### config.mk
export PLATFORM = sky130hd
export DESIGN_NAME = replay_top
export DESIGN_NICKNAME = d
export VERILOG_FILES = /design/src/common/replay_pkg.sv /design/src/design/replay_fifo.sv /design/src/replay_engine/gap_timer.sv /design/src/replay_engine/replay_ctrl.sv /design/src/design/replay_top.sv
export VERILOG_INCLUDE_DIRS = /design/src /design/src/common
export SDC_FILE = /design/constraint.sdc
export NUM_CORES = 1
export LEC_CHECK = 0
export BUFFER_PORTS_ARGS = -buffer_cell sky130_fd_sc_hd__buf_4
export CAP_MARGIN = 10
export CORE_UTILIZATION = 55
export CTS_CLUSTER_SIZE = 24
export DETAILED_ROUTE_END_ITERATION = 12
export GPL_ROUTABILITY_DRIVEN = 0
export PLACE_DENSITY = 0.72
export SYNTH_ARGS = -nofsm -noshare
export SYNTH_HDL_FRONTEND = slang
export SYNTH_SLANG_ARGS = --single-unit
### constraint.sdc
create_clock -name axi_aclk -period 16.5 [get_ports axi_aclk]
set_clock_uncertainty 0.2 [all_clocks]
set_input_delay 0.825 -clock axi_aclk [delete_from_list [all_inputs] [get_ports axi_aclk]]
set_output_delay 0.825 -clock axi_aclk [all_outputs]
set_load 0.02 [all_outputs]
### src/common/replay_params.svh
// Width, depth and threshold macros for the replay engine, included by the package and the RTL
`ifndef REPLAY_PARAMS_SVH
`define REPLAY_PARAMS_SVH

// Byte lanes in one store word
`define REPLAY_DATA_BYTES 8
// User sideband carried in the header
`define REPLAY_TUSER_WIDTH 32
// Gap field in the header, also the timer width
`define REPLAY_GAP_WIDTH 16
// Store depth in words
`define REPLAY_FIFO_DEPTH 16
// Occupancy that raises prog_full
`define REPLAY_PROG_FULL 12

`endif

### src/common/replay_pkg.sv
// Shared types for the replay engine, referenced by scoped name from the RTL and testbench
`include "replay_params.svh"

package replay_pkg;

  // One byte lane as stored, strobe above data
  typedef struct packed {
    logic       strb;
    logic [7:0] data;
  } lane_t;

  // Store word, lane 0 in the low bits
  // As a header: tuser in the low bits, gap just above it
  typedef lane_t [`REPLAY_DATA_BYTES-1:0] fifo_word_t;

  // Outgoing stream beat
  typedef struct packed {
    logic [`REPLAY_DATA_BYTES*8-1:0]  tdata;
    logic [`REPLAY_DATA_BYTES-1:0]    tstrb;
    logic [`REPLAY_TUSER_WIDTH-1:0]   tuser;
    logic                             tlast;
  } axis_beat_t;

  // Controller states
  typedef enum logic [1:0] {
    rd_header,
    wait_gap,
    rd_body
  } replay_state_e;

endpackage

### src/design/replay_fifo.sv
// Synchronous first-word-fall-through packet store that host logic writes and the controller reads
`timescale 1ns/100ps
`include "replay_params.svh"

module replay_fifo (
  input  logic                   axi_aclk,
  input  logic                   reset,
  input  logic                   clear,
  input  logic                   wr_en,
  input  replay_pkg::fifo_word_t din,
  input  logic                   rd_en,
  output replay_pkg::fifo_word_t dout,
  output logic                   empty,
  output logic                   full,
  output logic                   prog_full
);

  localparam int depth = `REPLAY_FIFO_DEPTH;
  localparam int ptr_width = $clog2(depth);
  localparam int count_width = $clog2(depth + 1);

  // Storage array of packet words
  replay_pkg::fifo_word_t mem [depth];

  logic [ptr_width-1:0]   wr_ptr;
  logic [ptr_width-1:0]   rd_ptr;
  logic [count_width-1:0] count;
  logic                   wr_ok;
  logic                   rd_ok;

  // Writes while full are dropped
  assign wr_ok = wr_en && !full;
  assign rd_ok = rd_en && !empty;

  always_ff @(posedge axi_aclk) begin
    if (wr_ok) begin
      mem[wr_ptr] <= din;
    end
  end

  // Pointers and occupancy
  always_ff @(posedge axi_aclk) begin
    if (reset || clear) begin
      wr_ptr <= '0;
      rd_ptr <= '0;
      count  <= '0;
    end else begin
      if (wr_ok) begin
        wr_ptr <= (wr_ptr == ptr_width'(depth - 1)) ? '0 : wr_ptr + 1'b1;
      end
      if (rd_ok) begin
        rd_ptr <= (rd_ptr == ptr_width'(depth - 1)) ? '0 : rd_ptr + 1'b1;
      end
      // Read and write together leave count alone
      case ({wr_ok, rd_ok})
        2'b10:   count <= count + 1'b1;
        2'b01:   count <= count - 1'b1;
        default: count <= count;
      endcase
    end
  end

  // Head word always visible
  assign dout = mem[rd_ptr];

  // Flags straight from occupancy
  assign empty     = (count == '0);
  assign full      = (count == count_width'(depth));
  assign prog_full = (count >= count_width'(`REPLAY_PROG_FULL));

endmodule

### src/replay_engine/gap_timer.sv
// Inter-packet gap down-counter, loaded by the controller from each header
`timescale 1ns/100ps
`include "replay_params.svh"

module gap_timer (
  input  logic                         axi_aclk,
  input  logic                         reset,
  input  logic                         clear,
  input  logic                         load,
  input  logic [`REPLAY_GAP_WIDTH-1:0] gap,
  output logic                         done
);

  logic [`REPLAY_GAP_WIDTH-1:0] count;

  always_ff @(posedge axi_aclk) begin
    if (reset || clear) begin
      count <= '0;
    end else if (load) begin
      // New gap from header
      count <= gap;
    end else if (count != '0) begin
      // Stops at zero
      count <= count - 1'b1;
    end
  end

  // Zero count means the gap is over
  assign done = (count == '0);

endmodule

### src/replay_engine/replay_ctrl.sv
// Replay controller FSM, pops headers, waits out the gap and streams body words as AXI-Stream beats
`timescale 1ns/100ps
`include "replay_params.svh"

module replay_ctrl (
  input  logic                         axi_aclk,
  input  logic                         reset,
  input  logic                         sw_enable,
  input  replay_pkg::fifo_word_t       fifo_dout,
  input  logic                         fifo_empty,
  output logic                         fifo_rd_en,
  output logic                         gap_load,
  output logic [`REPLAY_GAP_WIDTH-1:0] gap_value,
  input  logic                         gap_done,
  output replay_pkg::axis_beat_t       m_axis_beat,
  output logic                         m_axis_tvalid,
  input  logic                         m_axis_tready
);

  replay_pkg::replay_state_e state;
  replay_pkg::replay_state_e next_state;

  logic [`REPLAY_TUSER_WIDTH-1:0]          tuser_q;
  logic [`REPLAY_TUSER_WIDTH-1:0]          tuser_d;
  logic [$bits(replay_pkg::fifo_word_t)-1:0] head_bits;
  logic [`REPLAY_DATA_BYTES*8-1:0]         body_data;
  logic [`REPLAY_DATA_BYTES-1:0]           body_strb;
  logic                                    last_word;

  // Flat view of the head word for header fields
  assign head_bits = fifo_dout;
  assign gap_value = head_bits[`REPLAY_TUSER_WIDTH +: `REPLAY_GAP_WIDTH];

  // Split lanes into data bytes and strobes
  always_comb begin
    for (int i = 0; i < `REPLAY_DATA_BYTES; i++) begin
      body_data[8*i +: 8] = fifo_dout[i].data;
      body_strb[i]        = fifo_dout[i].strb;
    end
  end

  // Any missing strobe marks the final beat
  assign last_word = (body_strb != {`REPLAY_DATA_BYTES{1'b1}});

  // Beat payload follows the head word, held steady under back-pressure
  assign m_axis_beat.tdata = body_data;
  assign m_axis_beat.tstrb = body_strb;
  assign m_axis_beat.tuser = tuser_q;
  assign m_axis_beat.tlast = last_word;

  // Next state and handshake
  always_comb begin
    next_state    = state;
    tuser_d       = tuser_q;
    fifo_rd_en    = 1'b0;
    gap_load      = 1'b0;
    m_axis_tvalid = 1'b0;

    case (state)
      replay_pkg::rd_header: begin
        if (sw_enable && !fifo_empty) begin
          // Header pop, sideband captured now
          fifo_rd_en = 1'b1;
          tuser_d    = head_bits[`REPLAY_TUSER_WIDTH-1:0];
          if (gap_value != '0) begin
            gap_load   = 1'b1;
            next_state = replay_pkg::wait_gap;
          end else begin
            next_state = replay_pkg::rd_body;
          end
        end
      end

      replay_pkg::wait_gap: begin
        if (gap_done) begin
          next_state = replay_pkg::rd_body;
        end
      end

      replay_pkg::rd_body: begin
        if (sw_enable && !fifo_empty) begin
          m_axis_tvalid = 1'b1;
          // One pop per accepted beat
          if (m_axis_tready) begin
            fifo_rd_en = 1'b1;
            if (last_word) begin
              next_state = replay_pkg::rd_header;
            end
          end
        end
      end

      default: begin
        next_state = replay_pkg::rd_header;
      end
    endcase
  end

  // State and sideband registers, cleared by reset or disable
  always_ff @(posedge axi_aclk) begin
    if (reset || !sw_enable) begin
      state   <= replay_pkg::rd_header;
      tuser_q <= '0;
    end else begin
      state   <= next_state;
      tuser_q <= tuser_d;
    end
  end

endmodule

### src/design/replay_top.sv
// Replay engine top level, host write port in and AXI-Stream master out
`timescale 1ns/100ps
`include "replay_params.svh"

module replay_top (
  input  logic                   axi_aclk,
  input  logic                   reset,
  input  logic                   sw_enable,
  input  logic                   wr_en,
  input  replay_pkg::fifo_word_t din,
  output logic                   fifo_full,
  output logic                   fifo_prog_full,
  output replay_pkg::axis_beat_t m_axis_beat,
  output logic                   m_axis_tvalid,
  input  logic                   m_axis_tready
);

  replay_pkg::fifo_word_t       fifo_dout;
  logic                         fifo_empty;
  logic                         fifo_rd_en;
  logic                         gap_load;
  logic [`REPLAY_GAP_WIDTH-1:0] gap_value;
  logic                         gap_done;
  logic                         sw_clear;

  // Disabled engine flushes store and timer
  assign sw_clear = ~sw_enable;

  replay_fifo i_fifo (
    .axi_aclk  (axi_aclk),
    .reset     (reset),
    .clear     (sw_clear),
    .wr_en     (wr_en),
    .din       (din),
    .rd_en     (fifo_rd_en),
    .dout      (fifo_dout),
    .empty     (fifo_empty),
    .full      (fifo_full),
    .prog_full (fifo_prog_full)
  );

  replay_ctrl i_ctrl (
    .axi_aclk      (axi_aclk),
    .reset         (reset),
    .sw_enable     (sw_enable),
    .fifo_dout     (fifo_dout),
    .fifo_empty    (fifo_empty),
    .fifo_rd_en    (fifo_rd_en),
    .gap_load      (gap_load),
    .gap_value     (gap_value),
    .gap_done      (gap_done),
    .m_axis_beat   (m_axis_beat),
    .m_axis_tvalid (m_axis_tvalid),
    .m_axis_tready (m_axis_tready)
  );

  gap_timer i_gap_timer (
    .axi_aclk (axi_aclk),
    .reset    (reset),
    .clear    (sw_clear),
    .load     (gap_load),
    .gap      (gap_value),
    .done     (gap_done)
  );

endmodule

==> impl_metrics.tcl <==
set metrics [dict create \
    status "finished clean" \
    clk_pin_slew_worst_paths_ns 0.06 \
    drc 0 \
    rr_endpoint "i_gap_timer.count[10]" \
    port_buffers 184 \
    slew-limit-headroom_pct 22.2 \
    syn-instance-count 2064 \
    mostFrequentLayoutCells "edfxtp_1, mux4_2, buf_4" \
    die_w_um 292 \
    fin_crit_ns 5.76 \
    clock.fmax_mhz 174 \
    synth_cell_types 46 \
    holdCritStartpoint "din[29]" \
    nets 2387 \
    grt_max_degree 148 \
    synth-seq-cells 1219 \
    dr.pass1.iters 5 \
    ctsHoldBuffers 0 \
    drtIter0Drc 2475 \
    grt_pass1_vias 22300 \
    setup_viol 0 \
    cp-start-kind "flip-flop" \
    area_delta_synth_final_pct 14.0 \
    ios 185 \
    die_area_mm2 0.0853 \
    htree_levels 3 \
    hold_path_class "in2reg" \
    r2r_slack_ns 11.64 \
    dp_cells 3262 \
    grt_pass1_wl_um 150000 \
    clockRootBuffer "clkbuf_16" \
    cts-resized-gates 0 \
    rsz0062_at_grt "no" \
    end_kind "primary output" \
    critical_path.max_fanout 52 \
    synth_ff_type "edfxtp_1" \
    fin_cells 3480 \
    synth_area_mm2 0.0463 \
    hold_violations 0 \
    critPathRequiredTime_ns 15.47 \
    worst_slew_pin_slew_ns 1.17 \
    routed_wl_um 103000 \
    drive_above_1_share_pct 31.3 \
    avgSynthCellArea_um2 22.4 \
    crit_type "reg2out" \
    dp_hpwl_um 52700 \
    ir_worst_vdd_uv 99.3 \
    initial_core_util_pct 55.5 \
    antenna_found_initial 11 \
    cts_made_buffers 116 \
    coreArea_mm2 0.0834 \
    p_per_area_mw_per_mm2 120 \
    async_flop_share_pct 0 \
    p_leak_nw 16.3 \
    yosys_warnings 0 \
    r2r_cells 9 \
    fp.dieH_um 292 \
    max_cap_viol_count 0 \
    syn_nets 2151 \
    grtUsageTotal_pct 24.4 \
    ys_seq_area_share_pct 77.6 \
    clock_path_buffers 3 \
    row_count 106 \
    setup_tns_ns 0 \
    vias 22000 \
    route.antenna.remaining_nets 0 \
    post_cts_buffers 0 \
    slew_violations 0 \
    via_per_inst 6.33 \
    insertion_delay_ns 0.70 \
    grt_overflow 0 \
    period_share_pct 34.9 \
    cts.sinks 1219 \
    holdPathEnd "i_fifo.mem[10][29]" \
    worstPathArrival_ns 4.73 \
    cts_tree "done" \
    whs_path_depth 1 \
    fillers 5403 \
    wl_per_cell_um 29.5 \
    final_common_cell "edfxtp_1" \
    synth-edff-count 1152 \
]
## power breakdown
part	leakage (nW)	switching [mW]	internal [mW]
Sequential	11.0	0.0155	3.41
Combinational	3.59	0.194	0.131
Clock	1.81	1.12	1.48
## metrics by stage
step                      setup WS [ns]  instance area (um2)  power [mW]  utilization (%)  hold slack (ns)
after floorplan                    9.44                46300        3.69                -            0.273
after global placement            11.36                49000        3.80             58.7            0.242
after detailed placement          11.29                49000        3.82             58.7            0.249
after CTS                         10.55                52700        6.38             63.2            0.184
after global routing              10.34                52700        6.52             63.2            0.206
final                             10.74                52700        6.34             63.2            0.213
## critical path, cell delays in order, from the launching register on
cell     delay (ns)
dfxtp_4        0.87
buf_4          0.84
buf_4          0.88
mux4_2         0.62
mux4_2         0.52
buf_4          0.18
## routing by layer
layer  global-route usage (%)  part of all wire [%]  up-vias
li1                         -                     -     9154
met1                     35.4                    40    11700
met2                     38.9                    49      999
met3                     4.89                   8.7      142
met4                     5.52                   1.7       14
met5                        0                 0.089        -
## synthesized netlist by cell type (all sizes together), types with 3 or more instances
master,count,area (um2)
a211oi,4,30.0
a21oi,46,230
a221oi,4,35.0
a22oi,36,270
a31oi,8,65.1
and2,4,25.0
buf,42,254
clkbuf,69,259
dfxtp,67,1340
edfxtp,1152,34600
ha,10,125
inv,11,41.3
mux2i,11,110
mux4,337,7590
nand2,111,417
nand2b,6,37.5
nand3,5,25.0
nand4,5,31.3
nor2,46,175
nor2b,6,37.5
nor3,16,80.1
nor4,4,25.0
o21ai,13,65.1
o31ai,3,22.5
or3,10,62.6
or4,3,22.5
xnor2,7,61.3
xor2,14,123
## registers in the layout (all words and copies together) (netlist names), named ones only
signal and flops:
i_fifo.wr_ptr 4, i_ctrl.state 2, i_fifo.rd_ptr 4, i_fifo.count 5
i_ctrl.tuser_q 32, i_gap_timer.count 16, i_fifo.mem 1152
## how the worst max path moves through the flow
stage | slack (ns) | start | end | depth (start not counted)
after global placement | 11.36 | flip-flop | m_axis_beat[68] | 5
after global routing | 10.34 | flip-flop | m_axis_beat[68] | 5
after floorplan | 9.44 | wr_en | i_fifo.mem[3][0] | 4
after CTS | 10.55 | flip-flop | m_axis_beat[68] | 5
after detailed placement | 11.29 | flip-flop | m_axis_beat[68] | 5
final | 10.74 | flip-flop | m_axis_beat[68] | 5
## cell families after synthesis
logic type	share of synthesized area, %
AO/OA/AOI/OAI	1.72
XOR/XNOR	0.397
adder cells (fa/ha/maj)	0.270
buffers and inverters	1.20
flip-flops	77.6
multiplexers	16.6
AND/OR/NAND/NOR	2.12
## cell type report
cell class              instances  area [um2]  area share, %
diodes                          3        7.51         0.0142
clock buffers                 153        3090           5.86
clock inverters                62         648           1.23
inverters                      11        41.3         0.0783
multi-input cells             723        9910           18.8
flip-flops and latches       1219       35900           68.2
well taps                    1080        1350           2.56
repair buffers                229        1740           3.31
No activity file was read; power rests on OpenSTA's default activity.
